==> config.mk <==
export PLATFORM = sky130hd
export DESIGN_NAME = instr_align
export DESIGN_NICKNAME = d
export VERILOG_FILES = /design/src/fetch_pkg.sv /design/src/instr_align.sv
export VERILOG_INCLUDE_DIRS = /design/src
export SDC_FILE = /design/constraint.sdc
export NUM_CORES = 1
export LEC_CHECK = 0
export BUFFER_PORTS_ARGS = -buffer_cell sky130_fd_sc_hd__clkbuf_2
export CORE_AREA = 5 5 173 175
export DETAILED_ROUTE_END_ITERATION = 10
export DIE_AREA = 0 0 178 180
export PLACE_DENSITY_LB_ADDON = 0.1
export SYNTH_ARGS = -nofsm -noshare
export SYNTH_HDL_FRONTEND = slang
export SYNTH_SLANG_ARGS = --single-unit
export TNS_END_PERCENT = 20
==> constraint.sdc <==
create_clock -name clk -period 0.8 [get_ports clk]
set_input_delay 0.08 -clock clk [delete_from_list [all_inputs] [get_ports clk]]
set_output_delay 0.08 -clock clk [all_outputs]
set_load 0.02 [all_outputs]
==> src/fetch_settings.svh <==
`ifndef FETCH_SETTINGS_SVH
`define FETCH_SETTINGS_SVH

`define FETCH_WIDTH   4      // Instructions per fetch block, equal to LINE_WORDS
`define LINE_WORDS    4      // 32-bit words per cache line
`define ADDR_WIDTH    32
`define INSTR_WIDTH   32
`define MEM_LINES     64     // Power of two, line index wraps
`define FTQ_DEPTH     4      // Power of two

// Derived widths
`define LINE_OFF_W    ($clog2(`LINE_WORDS))
`define LINE_IDX_W    ($clog2(`MEM_LINES))
`define MEM_AW        (`LINE_IDX_W + `LINE_OFF_W)   // Word index into the memory
`define FTQ_PTR_W     ($clog2(`FTQ_DEPTH))

`endif

==> src/fetch_pkg.sv <==
`include "fetch_settings.svh"

package fetch_pkg;

    // Fetch address, seen either as a plain byte address or split into
    // line number, word within the line and byte within the word
    typedef union packed {
        logic [`ADDR_WIDTH-1:0] raw;
        struct packed {
            logic [`ADDR_WIDTH-`LINE_OFF_W-3:0] line;
            logic [`LINE_OFF_W-1:0]             word;
            logic [1:0]                         byte_off;  // Always zero for fetch targets
        } f;
    } fetch_addr_u;

    // Controller states
    typedef enum logic [1:0] {
        IDLE,    // Waiting for the first redirect
        STREAM,  // Popping blocks and reading lines
        FLUSH    // One dead cycle after a redirect
    } fetch_state_t;

endpackage

==> src/instr_align.sv <==
`include "fetch_settings.svh"

module instr_align
    import fetch_pkg::*;
(
    input  logic                                      clk,
    input  logic                                      rst_n,
    input  logic                                      load_i,
    input  logic                                      clear_i,
    input  logic [`LINE_OFF_W-1:0]                    word_off_i,
    input  fetch_addr_u                               pc_i,
    input  logic [`LINE_WORDS-1:0][`INSTR_WIDTH-1:0]  line0_i,
    input  logic [`LINE_WORDS-1:0][`INSTR_WIDTH-1:0]  line1_i,
    output logic                                      valid_o,
    output fetch_addr_u                               pc_o,
    output logic [`FETCH_WIDTH-1:0][`INSTR_WIDTH-1:0] instr_o
);

    logic [2*`LINE_WORDS-1:0][`INSTR_WIDTH-1:0] pair;    // line0 in the low words
    logic [`FETCH_WIDTH-1:0][`INSTR_WIDTH-1:0]  picked;

    assign pair = {line1_i, line0_i};

    // Window of FETCH_WIDTH words starting at the block offset
    always_comb begin
        logic [`LINE_OFF_W:0] idx;
        for (int i = 0; i < `FETCH_WIDTH; i++) begin
            idx       = (`LINE_OFF_W + 1)'(word_off_i) + (`LINE_OFF_W + 1)'(i);
            picked[i] = pair[idx];
        end
    end

    always_ff @(posedge clk or negedge rst_n) begin
        if (!rst_n) begin
            valid_o <= 1'b0;
        end else if (clear_i) begin
            valid_o <= 1'b0;
        end else if (load_i) begin
            valid_o <= 1'b1;
        end
    end

    // Block payload, held while stalled
    always_ff @(posedge clk) begin
        if (load_i) begin
            pc_o    <= pc_i;
            instr_o <= picked;
        end
    end

endmodule

==> results.md <==
- Status: finished with violations
- Violated checks: negative setup slack
- Min-delay src: line1_i[25]
- Initial antenna violation count: 2
- Crit path from: word_off_i[0]
- I/O pin count: 455
- H-tree levels: 4
- DR vias: 8180
- Top cells by area, synth: edfxtp_1 51%, mux4_2 15%, mux2_2 7.7%
- Clock root buffer: clkbuf_16
- Synth cell types: 28
- Setup ws final: -0.350 ns
- CTS tree: yes
- Fmax: 0.869 GHz
- Crit-path max FO: 6
- WS Path Type: primary input to flip-flop
- TritonCTS buffer count: 17
- Worst-Skew Late Latency: 0.42 ns
- Total congestion overflow: 0
- First-iteration detailed-routing DRC count: 356
- Bufs and invs on worst path: 6
- Tot GR Track Use: 21.6%
- Biggest area consumer among synthesized cells: edfxtp_1
- Worst rel slew slack: 75.0%
- Initial Utilization: 33.2%
- Die area: 0.0320 mm^2
- # rows: 62
- Post-synthesis sequential area ratio: 51.4%
- EDFF count, synth: 160
- Worst IR Drop VDD: 0.00184 V
- Leak: 6.61 nW
- Reg-to-reg critical path startpoint: valid_o
- WP data required: 0.95 ns
- Die Wd: 178 um
- Max Cap Viol: 0
- Synth Warn #: 0
- Syn_area_per_cell: 15.9 um^2
- Drt first pass iters: 5
- Top-count cell post-synth: edfxtp_1
- RSZ-0062 raised after global routing: true
- DRC Markers: 0
- Worst stage delay on the critical path: 0.26 ns
- Port Buf Inserts: 454
- Max-slew violation count: 0
- Post-place instance area: 0.0132 mm^2
- Hold/Removal Path Class: primary input to flip-flop
- Area grow syn2layout: 69.4%
- CP top delay family: buffers and inverters
- Synth Cell Area: 0.00939 mm^2
- Least-Margin Pin Slew: 0.364 ns
- P per Cell Area: 1750 mW/mm^2
- Final net count: 1480
- Number of global-route vias before repair: 8813
- Worst-path cell with the longest stage delay: ha_4
- First-pass GRT wire length: 52.4 mm
- RD Place Congestion: 0.785
- Final worst path period need: 1.15 ns
- Clock Sinks: 161
- Wirelength, routed: 37.7 mm
- WP data arrival: 1.30 ns
- Largest net degree at the start of global routing: 51
- Drt wl/cell: 23.8 um
- Hold Slack: 0.0548 ns
- Gate Count Post-Synth: 590
- Register bit total from synthesis: 161
- Critical path cell sequence: buf_16 > inv_6 > ha_4 > buf_6 > buf_6 > nor2b_4 > buf_12 > clkbuf_16 > a211oi_2
- Detailed placement HPWL: 27.6 mm
- Worst Skew: 0 ns
- Vias per cell: 5.17
- Routed Antenna Nets: 0
- Vert. Die Dim: 180 um
- Final Hold Fails: 0
- Asr flop ratio synth: 0.621%
- Final instance area: 0.0159 mm^2
- Yosys top cell area share: 51.2%
- CP Launch Type: primary input
- Mapped Nets: 886
- Worst-path clk slew: 0.08 ns
- Main synth FF type: edfxtp_1
- Layout cells sized above 1: 74.6%
- # setup viols final: 283
- Clock Tree Buf Depth: 2
- Setup crit end kind: flip-flop
- Final worst path period share: 144%
- CORE AREA: 0.0283 mm^2
- CP most frequent cell: buf_6
- Top post-synthesis cells by count: 160 x edfxtp_1, 64 x mux2_2, 64 x mux4_2, 63 x mux2i_1, 35 x nor2_1
==> worst register-to-register path, cell delays in order, from the launching register on <==
cell and delay (ns):
dfrtp_1 0.38, nor2_1 0.09, nor2_1 0.05
==> layer usage <==
layer  share of wire (%)  GRT usage (%)  wire length (um)  up-vias
met4                 1.8           6.00               660        0
met3                 8.2           5.95              3080       42
met5                   0              0                 0        -
li1                    -              -                 -     3722
met1                  38           25.8             14500     4072
met2                  52           38.0             19500      344
==> logic make-up (layout without fill, tap and decap cells) <==
logic type | after synthesis | after routing | share of synthesized area, %
multiplexers | 191 | 191 | 29.7
buffers and inverters | 58 | 665 | 3.81
flip-flops | 161 | 161 | 51.4
adder cells (fa/ha/maj) | 2 | 2 | 0.266
other | 0 | 2 | 0
AO/OA/AOI/OAI | 127 | 127 | 12.4
AND/OR/NAND/NOR | 51 | 51 | 2.41
==> where the power goes <==
| group | internal, W | switching (W) | total (W) |
|---|---|---|---|
| Clock | 0.00418 | 0.00388 | 0.00806 |
| Sequential | 0.0105 | 0.000339 | 0.0108 |
| Combinational | 0.00449 | 0.00453 | 0.00902 |
| Total | 0.0191 | 0.00875 | 0.0279 |
==> stage by stage <==
stage | util, % | cells | worst slack, ns | power, W | TNS, ns
finish | 56.2 | 1583 | -0.350 | 0.0279 | -65.16
floorplan | - | 590 | -0.937 | 0.0149 | -87.73
global placement | 46.5 | 1485 | -0.709 | 0.0182 | -85.81
detailed placement | 46.5 | 1485 | -0.759 | 0.0182 | -86.70
global route | 56.2 | 1583 | -0.384 | 0.0289 | -73.74
CTS | 52.3 | 1561 | -0.370 | 0.0270 | -61.63
==> cells in the final DEF, fill, tap and decap left out, types with 25 or more instances in the layout <==
cell type and count:
edfxtp_1 160, buf_2 102, o22ai_2 25, a221oi_2 30
buf_12 36, clkbuf_16 26, dlygate4sd3_1 35, mux2i_1 50
mux4_2 64, buf_4 59, clkbuf_2 295, buf_6 63
mux2_2 51
==> layout make-up <==
type	instances	area (um^2)
Inverter	2	12.5
Tap cell	384	480
Sequential cell	161	4830
Antenna cell	2	5.00
Clock buffer	19	443
Fill cell	2372	12400
Clock inverter	13	113
Multi-Input combinational cell	371	4990
Timing Repair Buffer	631	5030
==> what timing repair did <==
item | CTS | global route
gates resized for setup | 119 | 335
gates cloned | 5 | 9
endpoints found under the setup margin | 289 | 287
hold buffers | 35 | 0
endpoints found under the hold margin | 34 | 0
setup buffers | 4 | 14
pin swaps | 24 | 17
==> flip-flops by register name, summed over array words and instances, names as in the netlist <==
signal / cells
instr_o: 128
pc_o: 32
valid_o: 1
==> path summary, 6_finish.rpt <==
kind	depth (start not counted)	slack, ns	end
worst max-delay path	9	-0.35	instr_o[126]
worst min-delay path	2	0.05	instr_o[89]
worst max register to register	2	0.19	valid_o
worst min register to register	2	0.50	valid_o
max in group asynchronous	3	0.16	valid_o
min in group asynchronous	3	0.53	valid_o
(Power assumes the default switching activity.)
