[src/fetch_settings.svh]
`ifndef FETCH_SETTINGS_SVH
`define FETCH_SETTINGS_SVH

`define FETCH_WIDTH   4      // Instructions per fetch block, equal to LINE_WORDS
`define LINE_WORDS    4      // 32-bit words per cache line
`define ADDR_WIDTH    32
`define INSTR_WIDTH   32
`define MEM_LINES     64     // Power of two, line index wraps
`define FTQ_DEPTH     4      // Power of two

// Derived widths
`define LINE_OFF_W    ($clog2(`LINE_WORDS))
`define LINE_IDX_W    ($clog2(`MEM_LINES))
`define MEM_AW        (`LINE_IDX_W + `LINE_OFF_W)   // Word index into the memory
`define FTQ_PTR_W     ($clog2(`FTQ_DEPTH))

`endif

[src/fetch_pkg.sv]
`include "fetch_settings.svh"

package fetch_pkg;

    // Fetch address, seen either as a plain byte address or split into
    // line number, word within the line and byte within the word
    typedef union packed {
        logic [`ADDR_WIDTH-1:0] raw;
        struct packed {
            logic [`ADDR_WIDTH-`LINE_OFF_W-3:0] line;
            logic [`LINE_OFF_W-1:0]             word;
            logic [1:0]                         byte_off;  // Always zero for fetch targets
        } f;
    } fetch_addr_u;

    // Controller states
    typedef enum logic [1:0] {
        IDLE,    // Waiting for the first redirect
        STREAM,  // Popping blocks and reading lines
        FLUSH    // One dead cycle after a redirect
    } fetch_state_t;

endpackage

[src/fetch_target_queue.sv]
`include "fetch_settings.svh"

module fetch_target_queue
    import fetch_pkg::*;
(
    input  logic        clk,
    input  logic        rst_n,
    input  logic        flush_i,
    input  logic        push_i,
    input  fetch_addr_u push_addr_i,
    input  logic        pop_i,
    output fetch_addr_u head_addr_o,
    output logic        empty_o,
    output logic        full_o
);

    localparam logic [`FTQ_PTR_W:0]   DEPTH    = (`FTQ_PTR_W + 1)'(`FTQ_DEPTH);
    localparam logic [`FTQ_PTR_W-1:0] LAST_PTR = (`FTQ_PTR_W)'(`FTQ_DEPTH - 1);

    fetch_addr_u             entries [`FTQ_DEPTH];
    logic [`FTQ_PTR_W-1:0]   wr_ptr;
    logic [`FTQ_PTR_W-1:0]   rd_ptr;
    logic [`FTQ_PTR_W:0]     count;

    function automatic logic [`FTQ_PTR_W-1:0] ptr_inc(input logic [`FTQ_PTR_W-1:0] ptr);
        return (ptr == LAST_PTR) ? '0 : ptr + 1'b1;
    endfunction

    assign empty_o     = (count == '0);
    assign full_o      = (count == DEPTH);
    assign head_addr_o = entries[rd_ptr];

    // Pointers and occupancy
    always_ff @(posedge clk or negedge rst_n) begin
        if (!rst_n) begin
            wr_ptr <= '0;
            rd_ptr <= '0;
            count  <= '0;
        end else if (flush_i) begin
            wr_ptr <= '0;  // Everything in flight is dropped
            rd_ptr <= '0;
            count  <= '0;
        end else begin
            if (push_i) begin
                wr_ptr <= ptr_inc(wr_ptr);
            end
            if (pop_i) begin
                rd_ptr <= ptr_inc(rd_ptr);
            end
            case ({push_i, pop_i})
                2'b10:   count <= count + 1'b1;
                2'b01:   count <= count - 1'b1;
                default: count <= count;  // Idle or simultaneous push and pop
            endcase
        end
    end

    // Entry storage
    always_ff @(posedge clk) begin
        if (push_i && !flush_i) begin
            entries[wr_ptr] <= push_addr_i;
        end
    end

    a_no_push_full: assert property (
        @(posedge clk) disable iff (!rst_n)
        push_i |-> !full_o
    ) else $error("FTQ push while full");

    a_no_pop_empty: assert property (
        @(posedge clk) disable iff (!rst_n)
        pop_i |-> !empty_o
    ) else $error("FTQ pop while empty");

endmodule

[config.mk]
export PLATFORM = sky130hd
export DESIGN_NAME = fetch_target_queue
export DESIGN_NICKNAME = d
export VERILOG_FILES = /design/src/fetch_pkg.sv /design/src/fetch_target_queue.sv
export VERILOG_INCLUDE_DIRS = /design/src
export SDC_FILE = /design/constraint.sdc
export NUM_CORES = 1
export LEC_CHECK = 0
export ABC_CLOCK_PERIOD_IN_PS = 2050
export BUFFER_PORTS_ARGS = -buffer_cell sky130_fd_sc_hd__buf_2
export CORE_MARGIN = 2
export CORE_UTILIZATION = 56
export DETAILED_ROUTE_END_ITERATION = 8
export PLACE_DENSITY = 0.81
export SYNTH_ARGS = -nofsm -noshare
export SYNTH_HDL_FRONTEND = slang
export SYNTH_SLANG_ARGS = --single-unit
[constraint.sdc]
create_clock -name clk -period 2.05 [get_ports clk]
set_input_delay 0.1025 -clock clk [delete_from_list [all_inputs] [get_ports clk]]
set_output_delay 0.1025 -clock clk [all_outputs]
set_load 0.01 [all_outputs]
==> results_tabular.tex <==
\begin{tabular}{lr}
\hline
Metric & Value \\
\hline
\multicolumn{2}{l}{\textbf{Critical path}} \\
Largest stage delay on the critical path & 570 ps \\
Crit path launch type & register \\
Library cell contributing the largest single delay on the critical path & mux4\_1 \\
Startpoint-to-endpoint class of the critical path & register to output pin \\
Required time worst endpoint & 1950 ps \\
Crit path arrival time & 1900 ps \\
Largest fanout on the critical path & 9 \\
List of cells traversed by the critical path & buf\_12 > mux4\_1 > buf\_2 \\
Crit. End Element & output pin \\
\multicolumn{2}{l}{\textbf{GRT}} \\
Pin count of the biggest net entering global routing & 33 \\
GR Util All Layers & 20.9\% \\
Initial antenna violation count & 0 \\
First-pass GRT wire length & 15000 um \\
Via count of the first global-routing pass & 2742 \\
Global-route congestion overflow total & 0 \\
\multicolumn{2}{l}{\textbf{Power}} \\
Sw Pwr & 1460 uW \\
Gate power share & 8.5\% \\
Switch share & 21.3\% \\
Cell-internal power & 5400 uW \\
Power share of the clock group & 45.5\% \\
Maximum VDD drop & 0.698 mV \\
Areal power density over the cells & 1030 nW/um\^{}2 \\
Total power & 6860 uW \\
Lkg Pwr & 0.00238 uW \\
Register share of total power & 46.0\% \\
\multicolumn{2}{l}{\textbf{Final layout}} \\
Fraction of layout instances using a drive strength above 1 & 41.0\% \\
Signed area change from the synthesized netlist to the final layout & 30.3\% \\
Total number of nets in the final design & 381 \\
Fin util & 75.9\% \\
Final std cell area, no fill & 6690 sq um \\
Number of inserted diodes & 0 \\
\multicolumn{2}{l}{\textbf{Synth}} \\
Leading post-synthesis cells by cell area & edfxtp\_1, mux4\_2, dfrtp\_1, mux4\_1, ha\_1 \\
Post-Syn Area per Cell & 24.0 sq um \\
Synthesized cell area & 5130 sq um \\
Area share of the largest cell type after synthesis & 74.9\% \\
Library cell with the highest instance count after synthesis & edfxtp\_1 \\
Most numerous cell types in the synthesized netlist & edfxtp\_1, mux4\_2, nor2\_1 \\
Top FF cell, synth & edfxtp\_1 \\
Gate Count Post-Synth & 214 \\
Post-synth cell types & 22 \\
Sequential area share after synthesis & 78.3\% \\
Synthesis-stage register bit count & 135 \\
Number of warnings printed during yosys synthesis & 0 \\
Yosys top cell by area & edfxtp\_1 \\
Fraction of registers with async set/reset & 5.19\% \\
Net count of the mapped netlist & 257 \\
Number of enable-type register cells in the synthesized netlist & 128 \\
\multicolumn{2}{l}{\textbf{Timing}} \\
Worst-Margin Slew & 409 ps \\
Final period demand of the worst path & 2000 ps \\
Setup repair after global routing missed its margin & false \\
Highest Clock Rate & 499 MHz \\
Number of max-slew violations in the final report & 0 \\
Setup slack after layout & 45.6 ps \\
Worst Skew & 6.21 ps \\
Number of endpoints with negative hold slack in the final report & 0 \\
Post-route clock period utilization & 97.8\% \\
Count of final setup violators & 0 \\
Worst max-slew margin expressed relative to the limit & 72.7\% \\
\multicolumn{2}{l}{\textbf{Place}} \\
Setup Slack @ Placement & 524 ps \\
Instance area at placement & 5650 sq um \\
HPWL after DPL & 5260 um \\
RePlAce Congestion & 0.679 \\
Port Buffer Count & 70 \\
\multicolumn{2}{l}{\textbf{CTS}} \\
Number of buffers created by CTS & 17 \\
Buffer depth of the longest clock path & 2 \\
H-tree depth & 4 \\
Insertion delay to the later sink of the worst-skew pair & 510 ps \\
Root buffer cell & clkbuf\_8 \\
Clock tree from TritonCTS & yes \\
Buffers inserted by post-CTS timing repair & 0 \\
Clock Sinks & 135 \\
Worst-path clk slew & 60 ps \\
\multicolumn{2}{l}{\textbf{Route}} \\
\# DRC & 0 \\
Final antenna-violating net count & 0 \\
Met3 wirelength from detailed routing & 403 um \\
Routed length on met1 & 4390 um \\
Count of TritonRoute iterations in the first routing pass & 4 \\
Number of vias per cell & 5.63 \\
Met2 routed wirelength & 4800 um \\
Via count & 2585 \\
Final routed wirelength across all metal layers & 9740 um \\
Initial DRC Count & 158 \\
Wire length per cell & 21.2 um \\
Highest routing layer actually used & met4 \\
\multicolumn{2}{l}{\textbf{Floorplan}} \\
Horizontal die dimension & 99.7 um \\
I/O pin count & 71 \\
Area of the core & 8810 sq um \\
Starting density of the core & 58.3\% \\
Die boundary height & 99.7 um \\
Die Area & 9940 sq um \\
Placement row count & 34 \\
\multicolumn{2}{l}{\textbf{Status}} \\
Run status & finished clean \\
\multicolumn{2}{l}{\textbf{Run}} \\
Total of max-cap violations & 0 \\
\multicolumn{2}{l}{\textbf{Worst hold path}} \\
Path class of the lowest-slack min-delay path & primary input to register \\
\hline
\end{tabular}
-- state kept, by name, summed over array words and instances, names as in the netlist --
| name | flops |
|---|---|
| wr_ptr | 2 |
| entries | 128 |
| count | 3 |
| rd_ptr | 2 |
-- metal layers --
layer	vias to the layer above	global-route usage (%)
met3	16	5.13
met5	-	0
met2	76	33.9
li1	1142	-
met1	1351	27.8
met4	0	8.32
-- path summary, 6_finish.rpt --
check | start | to | slack [ps] | cells past startpoint
max | rd_ptr[0]$_DFFE_PN0P_ | head_addr_o[2] | 50 | 3
min | push_addr_i[30] | entries[3][30]$_DFFE_PP_ | 350 | 2
max reg2reg | wr_ptr[1]$_DFFE_PN0P_ | entries[1][7]$_DFFE_PP_ | 510 | 4
min reg2reg | wr_ptr[1]$_DFFE_PN0P_ | wr_ptr[1]$_DFFE_PN0P_ | 600 | 2
max in group asynchronous | rst_n | rd_ptr[0]$_DFFE_PN0P_ | 1210 | 3
min in group asynchronous | rst_n | wr_ptr[0]$_DFFE_PN0P_ | 560 | 3
-- kinds of logic after synthesis --
| kind of cell | after synthesis | synth area share, % |
|---|---|---|
| flops | 135 | 78.3 |
| buf+inv | 13 | 2.17 |
| xor+xnor | 2 | 0.342 |
| compound gates | 1 | 0.0975 |
| mux | 37 | 15.3 |
| simple gates | 20 | 2.12 |
| fa+ha+maj | 6 | 1.61 |
-- power by group through the flow --
stage               Sequential [uW]  Clock [uW]  Combinational [uW]
floorplan                      3190           0                 330
global placement               3200           0                 499
detailed placement             3210           0                 510
CTS                            3150        3150                 581
global route                   3160        3250                 632
finish                         3150        3120                 585
-- layout make-up --
class,instances,area (sq um)
multi-input combinational,66,1000
tap,108,135
clock inverter,15,203
sequential,135,4020
inverter,2,7.51
clock buffer,17,414
fill,489,2120
timing repair buffer,116,901
-- worst max-delay path, delay by kind of cell (launching register included) --
family	cells	cell delay [ps]
multiplexers	1	570
flip-flops	1	480
buffers and inverters	2	340
-- what timing repair did --
| item | 4_1_cts | 5_1_grt |
|---|---|---|
| pin swaps | 0 | 0 |
| resized for setup | 1 | 0 |
| setup endpoints to repair | 2 | 3 |
| hold buffers | 37 | 0 |
| endpoints found under the hold margin | 142 | 0 |
| gates cloned | 1 | 1 |
-- stage by stage --
stage | hold slack, ps | TNS, ps | cells
after floorplan | -193 | 0 | 214
after global placement | -56.3 | 0 | 388
after detailed placement | -51.1 | 0 | 388
after CTS | 325 | -8.92 | 458
after global routing | 355 | 0 | 459
final | 346 | 0 | 459
-- cells in the final DEF (no fill, tap or decap), types with 3 or more instances in the layout --
master	n
buf_2	70
dfrtp_1	5
mux4_2	28
clkinv_4	3
edfxtp_1	128
and2_2	4
mux4_1	4
bufinv_16	4
nor2_1	8
clkbuf_16	17
clkinvlp_4	4
ha_1	5
nor3b_1	3
dlygate4sd3_1	37
mux2i_1	5
buf_12	6
Note: power is estimated with default switching activity, not from simulation.
