<file path="config.mk">
export PLATFORM = sky130hd
export DESIGN_NAME = fetch_pc_gen
export DESIGN_NICKNAME = d
export VERILOG_FILES = /design/src/fetch_pkg.sv /design/src/fetch_pc_gen.sv
export VERILOG_INCLUDE_DIRS = /design/src
export SDC_FILE = /design/constraint.sdc
export NUM_CORES = 1
export LEC_CHECK = 0
export ABC_AREA = 1
export BUFFER_PORTS_ARGS = -buffer_cell sky130_fd_sc_hd__clkbuf_2
export CELL_PAD_IN_SITES_DETAIL_PLACEMENT = 1
export CELL_PAD_IN_SITES_GLOBAL_PLACEMENT = 2
export CORE_MARGIN = 2
export CORE_UTILIZATION = 28
export DETAILED_ROUTE_END_ITERATION = 16
export PLACE_DENSITY = 0.8
export SLEW_MARGIN = 20
export SYNTH_ARGS = -nofsm -noshare
export SYNTH_HDL_FRONTEND = slang
export SYNTH_SLANG_ARGS = --single-unit
</file>
<file path="constraint.sdc">
create_clock -name clk -period 2.95 [get_ports clk]
set_input_delay 0.4425 -clock clk [delete_from_list [all_inputs] [get_ports clk]]
set_output_delay 0.4425 -clock clk [all_outputs]
set_load 0.05 [all_outputs]
</file>
<file path="src/fetch_settings.svh">
`ifndef FETCH_SETTINGS_SVH
`define FETCH_SETTINGS_SVH

`define FETCH_WIDTH   4      // Instructions per fetch block, equal to LINE_WORDS
`define LINE_WORDS    4      // 32-bit words per cache line
`define ADDR_WIDTH    32
`define INSTR_WIDTH   32
`define MEM_LINES     64     // Power of two, line index wraps
`define FTQ_DEPTH     4      // Power of two

// Derived widths
`define LINE_OFF_W    ($clog2(`LINE_WORDS))
`define LINE_IDX_W    ($clog2(`MEM_LINES))
`define MEM_AW        (`LINE_IDX_W + `LINE_OFF_W)   // Word index into the memory
`define FTQ_PTR_W     ($clog2(`FTQ_DEPTH))

`endif

</file>
<file path="src/fetch_pkg.sv">
`include "fetch_settings.svh"

package fetch_pkg;

    // Fetch address, seen either as a plain byte address or split into
    // line number, word within the line and byte within the word
    typedef union packed {
        logic [`ADDR_WIDTH-1:0] raw;
        struct packed {
            logic [`ADDR_WIDTH-`LINE_OFF_W-3:0] line;
            logic [`LINE_OFF_W-1:0]             word;
            logic [1:0]                         byte_off;  // Always zero for fetch targets
        } f;
    } fetch_addr_u;

    // Controller states
    typedef enum logic [1:0] {
        IDLE,    // Waiting for the first redirect
        STREAM,  // Popping blocks and reading lines
        FLUSH    // One dead cycle after a redirect
    } fetch_state_t;

endpackage

</file>
<file path="src/fetch_pc_gen.sv">
`include "fetch_settings.svh"

module fetch_pc_gen
    import fetch_pkg::*;
(
    input  logic        clk,
    input  logic        rst_n,
    input  logic        redirect_i,
    input  fetch_addr_u redirect_pc_i,
    input  logic        full_i,
    output logic        push_o,
    output fetch_addr_u push_addr_o
);

    // One fetch block worth of bytes
    localparam logic [`ADDR_WIDTH-1:0] BLOCK_BYTES = (`ADDR_WIDTH)'(`FETCH_WIDTH * 4);

    logic        active;  // Set by the first redirect
    fetch_addr_u pc;

    // Redirect cycle pushes nothing, queue is being flushed
    assign push_o      = active && !full_i && !redirect_i;
    assign push_addr_o = pc;

    always_ff @(posedge clk or negedge rst_n) begin
        if (!rst_n) begin
            active <= 1'b0;
            pc.raw <= '0;
        end else if (redirect_i) begin
            active <= 1'b1;
            pc     <= redirect_pc_i;
        end else if (push_o) begin
            pc.raw <= pc.raw + BLOCK_BYTES;  // Next sequential block
        end
    end

    // Core must redirect to a word boundary
    a_redirect_aligned: assert property (
        @(posedge clk) disable iff (!rst_n)
        redirect_i |-> (redirect_pc_i.f.byte_off == 2'b00)
    ) else $error("redirect_pc_i not word aligned");

endmodule

</file>
==> flow_summary.toml, run 1 <==
[floorplan]
initial_utilization_pct = 29.3
io-pin-count = 69
core-area_um2 = 7330
die-area_um2 = 8400
row_count = 31
die_h_um = 91.6
die_width_um = 91.6

[worst_setup_path]
worst_stage_delay_on_the_critical_path_ns = 0.29
timing.critical_path.cells = "clkbuf_2 -> inv_2 -> nand2_1 -> inv_2 -> clkbuf_2"
critical_path_required_ns = 2.51
start_kind = "input port"
cp_slowest_cell = "inv_2"
timing.critical_path.to_type = "output port"
crit_arrival_ns = 1.57
crit_path_max_fanout = 17
timing.setup.critical_path_class = "input port to output port"

[grt]
grt_antenna_before_repair = 0
number_of_global_route_vias_before_repair = 2389
grt_max_degree = 34
global_route_wire_length_before_repair_um = 11800
global_route.overflow_total = 0
globalRouteTotalUtil_pct = 18.0

[layout]
share_of_layout_cells_above_drive_strength_1_pct = 23.3
number_of_nets_in_the_finished_design = 436
layout.core_utilization_pct = 37.2
insertedDiodeCount = 0
layout-area-overhead-vs-synth_pct = 26.6

[synthesis]
synthArstFlopShare_pct = 100
synth.distinct_cells = 26
synth.avg_cell_area_um2 = 6.56
postSynthCellCount = 328
synth_warnings = 0
yosys_most_used_dff = "dfrtp_1"
seq_area_frac_synth_pct = 38.4
postSynthNetCount = 365
postSynthRegisterBits = 33
number_of_flops_mapped_to_enable_cells_by_yosys = 0
post_synthesis_instance_area_um2 = 2150

[placed_design]
dp.final_hpwl_um = 5410
routabilityCongestion = 0.818
place.port_buffers = 68

[pwr]
p_per_area_nw_per_um2 = 531
p_total_mw = 1.45
vdd_ir_drop_max_uv = 151
standby_leakage_power_nw = 1.41

[clock_network]
clk_sink_count = 33
cts_inserted_buffers = 5
insertion_delay_ns = 0.30
post-cts-setup-buffer-count = 0
max_h_tree_level = 2
ctsHoldBuffers = 0
clk_path_buf_depth = 2
clock_transition_at_the_registers_of_the_reported_paths_ns = 0.08
cts_tree = "yes"
cts-root-buf = "clkbuf_8"
cts-resized-gates = 0

[sta]
layout_worst_path_cycle_share_pct = 68.1
tightest_slew_ns = 0.879
clock_skew_ns = 0.0105
clock.fmax_mhz = 497
fin_worst_hold_slack_ns = 0.247
max-slew-margin-rel_pct = 41.4
final_period_minus_worst_setup_slack_ns = 2.01
rsz_0062_raised_after_global_routing = "no"
finalSetupViolCount = 0
final_number_of_hold_violating_endpoints = 0
finalSetupTns_ns = 0
timing_max_transition_violations_final = 0

[detailed_routing]
routed-via-count = 2311
drt-initial-drc-count = 92
viasPerCell = 4.63
number_of_detailed_routing_iterations_run_before_antenna_repair = 4
drt_drc_violations_left = 0
wire_per_inst_um = 13.9
wirelength_um = 6930
drtAntennaViolNets = 0

[run_status]
status = "completed"

[min_path]
min_path_type = "input port to asynchronous set/reset pin"

[run]
max_cap_viol_count = 0
cells by family (layout without fill, tap and decap cells):
| group | after synthesis | after routing | share of synthesized area (%) |
|---|---|---|---|
| fa+ha+maj | 1 | 1 | 0.582 |
| compound gates | 22 | 22 | 6.40 |
| buf+inv | 42 | 114 | 7.68 |
| simple gates | 223 | 223 | 44.1 |
| xor+xnor | 7 | 7 | 2.85 |
| flops | 33 | 33 | 38.4 |
cell usage after synthesis (all sizes together), types with 2 or more instances:
master | n | area, µm²
xor2 | 7 | 61.3
clkbuf | 2 | 7.51
nand3 | 40 | 200
inv | 35 | 131
buf | 5 | 26.3
nor2 | 40 | 198
dfrtp | 33 | 826
nand2 | 139 | 527
o211ai | 7 | 52.6
o21ai | 7 | 35.0
a21oi | 4 | 20.0
stage by stage:
step,instances,setup slack [ns],cell area (µm²)
global route,499,0.854,2720
global placement,491,0.980,2600
detailed placement,491,0.926,2600
finish,499,0.940,2720
floorplan,328,1.17,2150
CTS,499,0.938,2720
critical path, delay by kind of cell:
| family | cells | cell delay, ns |
|---|---|---|
| AND/OR/NAND/NOR | 1 | 0.25 |
| buffers and inverters | 4 | 0.86 |
flip-flops by register name (all words and copies together) (netlist names):
| register | cells |
|---|---|
| push_addr_o | 32 |
| active | 1 |
per-layer routing:
layer	track usage, %	part of all wire, %	up-vias
li1	-	-	1168
met1	22.9	47	1089
met2	31.1	49	48
met3	2.96	3.3	6
met4	5.30	1.4	0
met5	0	0	-
final timing paths:
| check | start | endpoint | slack [ns] | depth (start not counted) |
|---|---|---|---|---|
| worst min register to register | push_addr_o[1] | push_addr_o[1] | 0.48 | 2 |
| max in group asynchronous | rst_n | push_addr_o[22] | 2.15 | 1 |
| worst max-delay path | redirect_i | push_o | 0.94 | 5 |
| worst min-delay path | rst_n | push_addr_o[6] | 0.25 | 1 |
| worst max register to register | push_addr_o[4] | push_addr_o[18] | 1.34 | 8 |
| min in group clk | redirect_pc_i[3] | push_addr_o[3] | 0.34 | 3 |
area by class of cell:
| cell class | instances | area, µm² |
|---|---|---|
| Tap cell | 99 | 124 |
| Clock buffer | 6 | 82.6 |
| Inverter | 35 | 131 |
| Clock inverter | 2 | 37.5 |
| Fill cell | 976 | 4610 |
| Sequential cell | 33 | 826 |
| Multi-Input combinational cell | 253 | 1160 |
| Timing Repair Buffer | 71 | 363 |
power by group:
part           internal [mW]  switching, mW  total, mW
registers              0.498         0.0671      0.565
clock network          0.275          0.194      0.469
logic                  0.106          0.308      0.413
cell usage in the layout (no fill, tap or decap):
cell type	instances
a21oi_1	4
a31oi_1	1
and3_1	1
buf_4	3
bufinv_16	1
clkbuf_2	68
clkbuf_8	6
clkinvlp_4	1
dfrtp_1	33
ha_1	1
inv_1	33
inv_2	2
nand2_1	137
nand2_2	2
nand3_1	40
nand4_1	1
nor2_1	31
nor2_2	4
nor2_4	5
nor3_1	1
o211ai_1	7
o21a_1	1
o21ai_0	7
o21bai_1	1
o311ai_0	1
or2_2	1
xor2_1	7
(Power assumes the default switching activity.)
==> run 2, diff against run 1 <==
- CORE_UTILIZATION: 28 -> 24
- PLACE_DENSITY: 0.8 -> 0.72
- clock period: 2.95 -> 1.7 ns (I/O delays scaled with it)
==> run 2 against run 1 <==
- worst setup slack got worse by 0.80 ns
- count of clock-buffer cells in the layout fell by 1
- sequential power rose by 73%
- core utilization fell by 4.4 points
- power rose by 84%
- worst hold slack got worse by 0.098 ns
- critical path type is now register to output port
- sequential share of layout area fell by 1.3 points
- cell area rose by 4.9%
- clock skew fell by 0.0018 ns
- critical endpoint unchanged
- largest power group unchanged
- non-clock buffer count rose by 6
- die area rose by 16%
==> flow_summary.toml, run 2 (same netlist as run 1, synthesis figures left out) <==
[pwr]
vdd_ir_drop_max_uv = 430
standby_leakage_power_nw = 1.48
p_total_mw = 2.66
p_per_area_nw_per_um2 = 930

[clock_network]
cts_tree = "yes"
max_h_tree_level = 2
clk_path_buf_depth = 2
cts_inserted_buffers = 5
clk_sink_count = 33
insertion_delay_ns = 0.30
cts-root-buf = "clkbuf_8"
clock_transition_at_the_registers_of_the_reported_paths_ns = 0.08
post-cts-setup-buffer-count = 0

[worst_setup_path]
r2r_setup_slack_ns = 0.17
r2r.worst_path.cells = 8
reg_to_reg_endpoint = "push_addr_o[20]"
start_kind = "register"
critical_path_required_ns = 1.44
worst_stage_delay_on_the_critical_path_ns = 0.36
timing.setup.critical_path_class = "register to output port"
timing.critical_path.to_type = "output port"
timing.critical_path.cells = "inv_1 -> nor2_4 -> nand2_1 -> clkinv_4 -> buf_12"
crit_arrival_ns = 1.31
cp_slowest_cell = "dfrtp_1"
cp.buffers_inverters = 3
regToRegStartpoint = "push_addr_o[4]"
critical-path-top-delay-family = "buffers and inverters"
crit_path_max_fanout = 11

[grt]
globalRouteTotalUtil_pct = 16.4
number_of_global_route_vias_before_repair = 2425
global_route_wire_length_before_repair_um = 12700
global_route.overflow_total = 0
grt_antenna_before_repair = 0
grt_max_degree = 20

[floorplan]
initial_utilization_pct = 24.7
row_count = 34
core-area_um2 = 8720
die_h_um = 98.7
io-pin-count = 69
die_width_um = 98.7
die-area_um2 = 9730

[placed_design]
dp.final_hpwl_um = 5900
cell_count_post_placement = 505
routabilityCongestion = 0.765
placement.setup.worst_slack_ns = 0.138
place.port_buffers = 68
post_dp_cell_area_um2 = 2700

[sta]
final_number_of_hold_violating_endpoints = 0
final_period_minus_worst_setup_slack_ns = 1.56
clock_skew_ns = 0.00874
finalSetupTns_ns = 0
max-slew-margin-rel_pct = 68.6
timing_max_transition_violations_final = 0
finalSetupViolCount = 0
tightest_slew_ns = 0.471
layout_worst_path_cycle_share_pct = 91.9
final_critical_path_setup_slack_ns = 0.137
clock.fmax_mhz = 640
rsz_0062_raised_after_global_routing = "yes"

[detailed_routing]
wire_per_inst_um = 14.3
routed-via-count = 2325
drt-initial-drc-count = 75
drt_drc_violations_left = 0
viasPerCell = 4.52
wirelength_um = 7360
drtAntennaViolNets = 0
number_of_detailed_routing_iterations_run_before_antenna_repair = 4

[layout]
layout_commonest_cell = "nand2_1"
most-common-layout-cells = "nand2_1 (137), clkbuf_2 (67), nand3_1 (40), inv_1 (33), dfrtp_1 (31)"
number_of_nets_in_the_finished_design = 442
post_layout_nonfiller_instances = 514
share_of_layout_cells_above_drive_strength_1_pct = 24.9
largest_register_ffs = 32
stdcell_area_um2 = 2860
insertedDiodeCount = 0
layout-area-overhead-vs-synth_pct = 32.8

[run]
max_cap_viol_count = 0

[min_path]
holdPathEnd = "push_addr_o[0]"
worst_hold_path.num_cells = 3
min_path_type = "input port to register"
hp-start = "redirect_pc_i[0]"

[run_status]
status = "completed"
-- run 2: changes by cell type in the layout (fill, tap and decap cells not counted), sizes merged --
cell,change
clkinv,+2
clkbuf,-2
inv,-1
dlygate4sd3,+1
clkinvlp,-1
bufinv,+1
buf,+6
-- run 2: area by class of cell --
cell class / instances / area (µm²)
Fill cell: 1145 / 5860
Multi-Input combinational cell: 253 / 1170
Sequential cell: 33 / 828
Timing Repair Buffer: 77 / 450
Inverter: 35 / 136
Tap cell: 108 / 135
Clock buffer: 5 / 68.8
Clock inverter: 3 / 65.1
-- run 2: worst min-delay path, delay by kind of cell --
kind / cells / cell delay, ns
and+or+nand+nor: 2 / 0.09
buffers and inverters: 1 / 0.07
-- run 2: where the power goes --
group	switching, mW	leakage (nW)	internal [mW]
logic	0.552	1.02	0.205
clock network	0.337	0.0681	0.583
registers	0.114	0.393	0.865
total	1.00	1.48	1.65
-- run 2: worst max path at each step --
stage / start / to / slack (ns) / depth (start not counted)
6_report: active / push_o / 0.14 / 5
5_1_grt: push_addr_o[4] / push_addr_o[18] / -0.0002 / 8
4_1_cts: active / push_o / 0.01 / 5
3_5_place_dp: push_addr_o[4] / push_addr_o[20] / 0.14 / 8
3_3_place_gp: push_addr_o[4] / push_addr_o[20] / 0.18 / 8
2_1_floorplan: push_addr_o[4] / push_addr_o[20] / 0.09 / 8
-- run 2: timing repair --
item	in CTS	in global routing
setup endpoints to repair	0	4
hold buffers	1	0
endpoints found under the hold margin	14	0
gates resized for setup	0	6
-- run 2: through the flow --
step	utilization [%]	hold WS (ns)
4_1_cts	32.6	0.143
2_1_floorplan	-	-0.0406
5_1_grt	32.8	0.163
3_3_place_gp	30.9	0.227
6_report	32.8	0.149
3_5_place_dp	30.9	0.230
-- run 2: metal layers --
| metal | part of all wire, % | GRT usage [%] |
|---|---|---|
| met1 | 49 | 23.8 |
| met2 | 46 | 25.2 |
| met3 | 4.7 | 3.26 |
| met4 | 0.75 | 3.79 |
| met5 | 0 | 0 |
