==> src/fetch_settings.svh <==
`ifndef FETCH_SETTINGS_SVH
`define FETCH_SETTINGS_SVH

`define FETCH_WIDTH   4      // Instructions per fetch block, equal to LINE_WORDS
`define LINE_WORDS    4      // 32-bit words per cache line
`define ADDR_WIDTH    32
`define INSTR_WIDTH   32
`define MEM_LINES     64     // Power of two, line index wraps
`define FTQ_DEPTH     4      // Power of two

// Derived widths
`define LINE_OFF_W    ($clog2(`LINE_WORDS))
`define LINE_IDX_W    ($clog2(`MEM_LINES))
`define MEM_AW        (`LINE_IDX_W + `LINE_OFF_W)   // Word index into the memory
`define FTQ_PTR_W     ($clog2(`FTQ_DEPTH))

`endif

==> src/fetch_pkg.sv <==
`include "fetch_settings.svh"

package fetch_pkg;

    // Fetch address, seen either as a plain byte address or split into
    // line number, word within the line and byte within the word
    typedef union packed {
        logic [`ADDR_WIDTH-1:0] raw;
        struct packed {
            logic [`ADDR_WIDTH-`LINE_OFF_W-3:0] line;
            logic [`LINE_OFF_W-1:0]             word;
            logic [1:0]                         byte_off;  // Always zero for fetch targets
        } f;
    } fetch_addr_u;

    // Controller states
    typedef enum logic [1:0] {
        IDLE,    // Waiting for the first redirect
        STREAM,  // Popping blocks and reading lines
        FLUSH    // One dead cycle after a redirect
    } fetch_state_t;

endpackage

==> src/fetch_ctrl.sv <==
`include "fetch_settings.svh"

module fetch_ctrl
    import fetch_pkg::*;
(
    input  logic                   clk,
    input  logic                   rst_n,
    input  logic                   redirect_i,
    input  logic                   stall_i,
    input  logic                   empty_i,
    input  fetch_addr_u            head_addr_i,
    output logic                   pop_o,
    output logic                   rd_en_o,
    output logic [`LINE_IDX_W-1:0] rd_line0_o,
    output logic [`LINE_IDX_W-1:0] rd_line1_o,
    output logic [`LINE_OFF_W-1:0] s1_word_off_o,
    output fetch_addr_u            s1_pc_o,
    output logic                   out_load_o,
    output logic                   out_clear_o
);

    localparam logic [`LINE_IDX_W-1:0] LAST_LINE = (`LINE_IDX_W)'(`MEM_LINES - 1);

    fetch_state_t state;
    fetch_state_t state_nxt;
    logic         s1_valid;  // Memory read registers hold a live block
    logic         s2_valid;  // Output register holds a live block
    logic         advance;
    logic         kill;

    always_comb begin
        state_nxt = state;
        if (redirect_i) begin
            state_nxt = FLUSH;
        end else begin
            case (state)
                IDLE:    state_nxt = IDLE;
                FLUSH:   state_nxt = STREAM;
                STREAM:  state_nxt = STREAM;
                default: state_nxt = IDLE;
            endcase
        end
    end

    assign kill    = redirect_i || (state == FLUSH);
    assign advance = !s2_valid || !stall_i;  // Output free or being consumed

    assign pop_o   = (state == STREAM) && !redirect_i && !empty_i && advance;
    assign rd_en_o = pop_o;

    // Low line bits equal the line modulo MEM_LINES
    assign rd_line0_o = head_addr_i.f.line[`LINE_IDX_W-1:0];
    assign rd_line1_o = (rd_line0_o == LAST_LINE) ? '0 : rd_line0_o + 1'b1;

    assign out_load_o  = !kill && advance && s1_valid;
    assign out_clear_o = kill || (advance && !s1_valid);

    assign s1_word_off_o = s1_pc_o.f.word;

    always_ff @(posedge clk or negedge rst_n) begin
        if (!rst_n) begin
            state    <= IDLE;
            s1_valid <= 1'b0;
            s2_valid <= 1'b0;
        end else begin
            state <= state_nxt;
            if (kill) begin
                s1_valid <= 1'b0;
                s2_valid <= 1'b0;
            end else if (advance) begin
                s1_valid <= pop_o;
                s2_valid <= s1_valid;
            end
        end
    end

    // PC of the block whose lines are in the read registers
    always_ff @(posedge clk) begin
        if (pop_o) begin
            s1_pc_o <= head_addr_i;
        end
    end

    a_load_clear_excl: assert property (
        @(posedge clk) disable iff (!rst_n)
        !(out_load_o && out_clear_o)
    ) else $error("aligner load and clear together");

endmodule

==> config.mk <==
export PLATFORM = sky130hd
export DESIGN_NAME = fetch_ctrl
export DESIGN_NICKNAME = d
export VERILOG_FILES = /design/src/fetch_pkg.sv /design/src/fetch_ctrl.sv
export VERILOG_INCLUDE_DIRS = /design/src
export SDC_FILE = /design/constraint.sdc
export NUM_CORES = 1
export LEC_CHECK = 0
export BUFFER_PORTS_ARGS = -buffer_cell sky130_fd_sc_hd__buf_4
export CAP_MARGIN = 25
export CORE_ASPECT_RATIO = 1.2
export CORE_MARGIN = 10
export CORE_UTILIZATION = 42
export DETAILED_ROUTE_END_ITERATION = 7
export PLACE_DENSITY = 0.91
export REMOVE_ABC_BUFFERS = 1
export SLEW_MARGIN = 10
export SYNTH_ARGS = -nofsm -noshare
export SYNTH_HDL_FRONTEND = slang
export SYNTH_SLANG_ARGS = --single-unit
==> constraint.sdc <==
create_clock -name clk -period 7.1 [get_ports clk]
set_input_delay 1.42 -clock clk [delete_from_list [all_inputs] [get_ports clk]]
set_output_delay 1.42 -clock clk [all_outputs]
set_load 0.02 [all_outputs]
==> impl_results.md, run 1 <==
* Largest net degree at the start of global routing at 33
* Peak supply drop at 180 uV
* Lkg Pwr at 0.869 nW
* Skew final at 0.00562 ns
* WP data arrival at 2.36 ns
* Worst path slowest cell: ha_1
* Die area at 0.00579 mm2
* Period utilization at 53.3%
* Metal-1 WL at 1.17 mm
* Synth cell types at 19
* GPL Wtd Cong at 0.753
* Max clock buf depth at 2
* Commonest non-fill, non-tap cell in the layout: buf_4
* Worst Path Buf+Inv at 2
* Core box area at 0.00303 mm2
* Post-synth design cell area at 0.00132 mm2
* CTS buffer count at 5
* # diodes at 0
* CP required at 5.68 ns
* Synth warn at 0
* Total gr overflow at 0
* Detailed placement HPWL at 2.89 mm
* Worst slew margin at 74.0%
* Clock slew at reported path FFs at 0.09 ns
* # rows at 22
* Crit. End Element: output pin
* Sink Count at 36
* Max Freq at 264 MHz
* Max Cap Viol at 0
* First-pass GRT wire length at 5.28 mm
* Setup violators final at 0
* Cts hold-fix bufs at 0
* TritonRoute pass-1 iters at 4
* RSZ-0062 raised after global routing: false
* CP Launch Type: input port
* All-Layer GR Usage at 12.1%
* Synth Area per Inst at 17.6 um2
* H-tree lvl count at 2
* Fin. max-slew vios at 0
* Io pins at 87
* Post-CTS Resized at 0
* Final WL at 3.44 mm
* Post-layout util at 66.0%
* Final net count at 200
* Hold Path Class: register to register
* Post-route ant nets at 0
* Remaining DRCs at 0
* DR WL/cell at 17.5 um
* Top layer used by detailed routing: met4
* Status: finished clean
* Starting Density at 43.6%
* Final Hold Viols at 0
* Initial drt markers at 27
* Reg-to-reg setup timing slack at 5.56 ns
* CP Cell Sequence: buf_4, ha_1, a32oi_1, o21ai_1, o31ai_1, buf_4
* # fillers at 232
* Synth Register Bits at 36
* Metal2 WL at 1.85 mm
* Initial antenna violation count at 0
* Largest stage delay, worst path at 0.26 ns
* PwrDens at 189 mW/mm2
* Die Ht at 81.4 um
* Vias in the first global route at 1033
* Die X at 71.2 um
* Delay-heaviest family, CP: compound AO/OA/AOI/OAI gates
* Top cell by count, worst path: buf_4
* Tightest Pin Transition at 0.390 ns
* Setup total negative slack at 0 ns
* Post-Syn Instances at 75
* Crit Path Class: input port to output pin
* Area grow syn2layout at 51.4%
* Post-CTS setup buffers at 0
* Post-layout min period at 3.78 ns
* Clock root buffer: clkbuf_4
* CTS tree: yes
* CP Max Fanout at 7
* WL met3 at 304 um
* Sequential area share after synthesis at 80.4%
* Via count at 918
* Most frequent cells in the layout: buf_4 (87), edfxtp_1 (32), clkbuf_4 (5)
* Port Buffers at 86
* Vias per inst at 4.68
* Layout cell share with drive strength beyond 1 at 58.8%
* Clock Latency Late Sink at 0.33 ns
[final cells by class]
class                      count  area (um2)  area share [%]
inverter                       4        15.0           0.751
clock inverter                 2        7.51           0.376
tap                           36        45.0            2.25
timing repair buffer          87         653            32.7
sequential                    36        1060            53.1
clock buffer                   5        37.5            1.88
multi-input combinational     26         179            8.95
[cell families (layout without fill, tap and decap cells)]
| family | count (synthesis) | in the layout | synth area share [%] |
|---|---|---|---|
| adders and majority gates | 3 | 3 | 2.84 |
| DFF | 36 | 36 | 80.4 |
| xor gates and xnor gates | 2 | 2 | 1.33 |
| buffers and inverters | 13 | 98 | 6.26 |
| and+or+nand+nor | 12 | 12 | 4.83 |
| AOI/OAI and AO/OA | 9 | 9 | 4.36 |
[Yosys cell counts (all sizes together)]
| master | n | area, um2 |
|---|---|---|
| a31oi | 1 | 6.26 |
| and3 | 2 | 12.5 |
| xnor2 | 1 | 8.76 |
| edfxtp | 32 | 961 |
| a21boi | 1 | 7.51 |
| o31ai | 2 | 15.0 |
| nand3b | 1 | 7.51 |
| nor2 | 3 | 11.3 |
| nand2 | 2 | 7.51 |
| o21ai | 2 | 10.0 |
| nand3 | 3 | 15.0 |
| a21oi | 2 | 10.0 |
| nor3 | 1 | 10.0 |
| a32oi | 1 | 8.76 |
| dfrtp | 4 | 100 |
| buf | 9 | 67.6 |
| inv | 4 | 15.0 |
| ha | 3 | 37.5 |
| xor2 | 1 | 8.76 |
[layer usage]
| layer | vias up | track usage (%) |
|---|---|---|
| li1 | 439 | - |
| met5 | - | 0 |
| met3 | 8 | 5.79 |
| met1 | 416 | 10.8 |
| met2 | 55 | 21.3 |
| met4 | 0 | 8.14 |
[report_power, final]
part	internal [mW]	switching [mW]	total [mW]	leakage [nW]
clock	0.0345	0.0572	0.0916	0.0261
sequential	0.235	0.00130	0.236	0.341
combinational	0.0250	0.0244	0.0494	0.501
total	0.294	0.0829	0.377	0.869
[metrics by stage]
step                      setup WS (ns)  instances  cell area [um2]  hold slack [ns]  power (mW)
after global placement             3.38        189             1950            0.516       0.288
final                              3.32        196             2000            0.539       0.377
after floorplan                    2.26         66             1250            0.506       0.256
after CTS                          3.31        196             2000            0.544       0.383
after detailed placement           3.32        189             1950            0.531       0.291
after global routing               3.25        196             2000            0.571       0.397
[state kept, by name, summed over array words and instances, names as in the netlist]
register and flops:
s2_valid 1, state 2, s1_pc_o 32, s1_valid 1
[worst register-to-register path: stages, from the launching register on]
cell and delay (ns):
dfrtp_1 0.39, inv_1 0.06, ha_1 0.13, nand3b_1 0.10, nor2_2 0.14, buf_4 0.38
[final timing paths]
kind                                 from       endpoint  cells after the start
setup / recovery           head_addr_i[4]  rd_line1_o[3]                      6
hold / removal                   state[1]       state[0]                      2
setup reg to reg                 state[1]    s1_pc_o[20]                      5
hold reg to reg                  state[1]       state[0]                      2
max in group asynchronous           rst_n       state[1]                      1
min in group asynchronous           rst_n       state[0]                      1
(Power assumes the default switching activity.)
==> inputs of run 2 (changes only) <==
--- a/config.mk
+++ b/config.mk
@@ -10,9 +10,9 @@
 export CAP_MARGIN = 25
 export CORE_ASPECT_RATIO = 1.2
 export CORE_MARGIN = 10
-export CORE_UTILIZATION = 42
+export CORE_UTILIZATION = 41
 export DETAILED_ROUTE_END_ITERATION = 7
-export PLACE_DENSITY = 0.91
+export PLACE_DENSITY = 0.9
 export REMOVE_ABC_BUFFERS = 1
 export SLEW_MARGIN = 10
 export SYNTH_ARGS = -nofsm -noshare
==> constraint.sdc (replaced) <==
create_clock -name clk -period 3.8 [get_ports clk]
set_input_delay 0.76 -clock clk [delete_from_list [all_inputs] [get_ports clk]]
set_output_delay 0.76 -clock clk [all_outputs]
set_load 0.02 [all_outputs]
==> run 2 against run 1 <==
Compared with the run above:
- hold slack got worse by 0.33 ns
- clock power rose by 91%
- flip-flop and latch count did not move
- core utilization fell by 1.0 points
- critical path depth did not move
- sequential power rose by 87%
- die area rose by 1.8%
- critical path type unchanged
- combinational power rose by 88%
- via count rose by 5.1%
- count of clock-buffer cells in the layout did not move
==> impl_results.md, run 2 (synthesized netlist as in run 1, its figures left out) <==
* Max Freq at 406 MHz
* Largest net degree at the start of global routing at 33 (unchanged)
* Total gr overflow at 0 (unchanged)
* Biggest register: s1_pc_o
* Clock Latency Late Sink at 0.32 ns (about the same)
* Final Hold Viols at 0 (unchanged)
* Tightest Pin Transition at 0.408 ns (+0.0177 ns)
* Crit Path Class: input port to output pin
* Worst path slowest cell: ha_1
* Skew final at 0.00366 ns (-0.00196 ns)
* Top cell by count, worst path: buf_4
* First-pass GRT wire length at 5.49 mm (+4.1%)
* Most frequent cells in the layout: buf_4 (87), edfxtp_1 (32), clkbuf_4 (5)
* DR WL/cell at 18.6 um (+5.9%)
* Setup violators final at 0 (unchanged)
* CTS buffer count at 5 (unchanged)
* CTS tree: yes
* Core box area at 0.00308 mm2 (+1.8%)
* Period utilization at 64.7%
* Layout cell share with drive strength beyond 1 at 58.8% (unchanged)
* All-Layer GR Usage at 12.2% (+0.12 points)
* Placed Instances at 189 (unchanged)
* Post-layout min period at 2.46 ns
* Port Buffers at 86 (unchanged)
* Final net count at 200 (unchanged)
* Max Cap Viol at 0 (unchanged)
* Vias in the first global route at 1090 (+5.5%)
* Combined area of the multi-input logic cells at 184 um2 (+2.8%)
* H-tree lvl count at 2 (unchanged)
* Die area at 0.00590 mm2 (+1.8%)
* Die X at 71.8 um (+0.87%)
* # fillers at 237 (+2.2%)
* Io pins at 87 (unchanged)
* Area grow syn2layout at 51.8%
* Post-route insts no fill at 196 (unchanged)
* WP data arrival at 1.70 ns (-0.66 ns)
* PwrDens at 354 mW/mm2 (+88%)
* Max reg flops at 32 (unchanged)
* Register Area at 0.00106 mm2 (unchanged)
* Final WL at 3.64 mm (+5.9%)
* GPL Wtd Cong at 0.707 (-6.1%)
* Post-CTS setup buffers at 0 (unchanged)
* CP Launch Type: input port
* Cts hold-fix bufs at 0 (unchanged)
* Initial antenna violation count at 0 (unchanged)
* Hold Path Class: input port to asynchronous set/reset pin
* Sink Count at 36 (unchanged)
* Worst slew margin at 72.8% (-1.2 points)
* Post-CTS Resized at 0 (unchanged)
* CP required at 3.04 ns (-2.64 ns)
* Largest stage delay, worst path at 0.26 ns (about the same)
* Commonest non-fill, non-tap cell in the layout: buf_4
* Remaining DRCs at 0 (unchanged)
* Via count at 965 (+5.1%)
* Clock slew at reported path FFs at 0.09 ns (about the same)
* RSZ-0062 raised after global routing: false
* CP Max Fanout at 7 (unchanged)
* Detailed placement HPWL at 3.02 mm (+4.5%)
* Fin. max-slew vios at 0 (unchanged)
* # rows at 22 (unchanged)
* Crit. End Element: output pin
* Starting Density at 42.8% (-0.78 points)
* Initial drt markers at 59 (+120%)
* # diodes at 0 (unchanged)
* TritonRoute pass-1 iters at 4 (unchanged)
* Lkg Pwr at 0.869 nW (about the same)
* Peak supply drop at 218 uV (+21%)
* Post-route ant nets at 0 (unchanged)
* CP Cell Sequence: buf_4, ha_1, a32oi_1, o21ai_1, o31ai_1, buf_4
* Status: finished clean
* Setup total negative slack at 0 ns (unchanged)
* Clock root buffer: clkbuf_4
* Die Ht at 82.2 um (+0.92%)
* Biggest regs: s1_pc_o: 32 flops, state: 2 flops
* Vias per inst at 4.92 (+5.1%)
* Max clock buf depth at 2 (unchanged)
run 2: cell counts in the layout (fill, tap and decap cells not counted):
Identical to the previous run, type by type.
run 2: layout make-up:
type	instances	share of cell area, %
clock buffers	5	1.87
multi-input cells	26	9.18
flip-flops and latches	36	53.0
well taps	36	2.25
clock inverters	2	0.375
repair buffers	87	32.6
inverters	4	0.750
run 2: critical path, delay by kind of cell:
family	cells	cell delay [ns]
AOI/OAI and AO/OA	3	0.36
buffers and inverters	2	0.32
adders and majority gates	1	0.26
run 2: metal layers:
layer | wire length (um) | vias up | GRT usage, %
met2 | 1790 | 69 | 20.7
li1 | - | 438 | -
met5 | 0 | - | 0
met4 | 51 | 0 | 4.65
met3 | 443 | 6 | 7.88
met1 | 1350 | 452 | 11.7
run 2: through the flow:
stage	utilization (%)	hold slack [ns]	setup slack [ns]	area (um2)	power, mW
after floorplan	-	0.464	0.275	1250	0.478
after global placement	63.5	0.515	1.40	1960	0.539
after detailed placement	63.5	0.550	1.35	1960	0.544
after CTS	65.0	0.194	1.35	2000	0.722
after global routing	65.0	0.180	1.25	2000	0.743
final	65.0	0.212	1.34	2000	0.709
run 2: final timing paths:
| path | to | cells after the start | slack [ns] | from |
|---|---|---|---|---|
| max in group asynchronous | state[1] | 1 | 3.49 | rst_n |
| worst max register to register | s1_pc_o[15] | 5 | 2.17 | state[1] |
| worst min register to register | state[0] | 2 | 0.56 | state[1] |
| worst max-delay path | rd_line1_o[3] | 6 | 1.34 | head_addr_i[4] |
| worst min-delay path | s2_valid | 1 | 0.21 | rst_n |
| min in group clk | state[0] | 2 | 0.56 | state[1] |
run 2: where the power goes:
group | switching (mW) | leakage [nW] | internal (mW)
combinational | 0.0463 | 0.502 | 0.0466
clock | 0.111 | 0.0261 | 0.0645
sequential | 0.00267 | 0.341 | 0.438
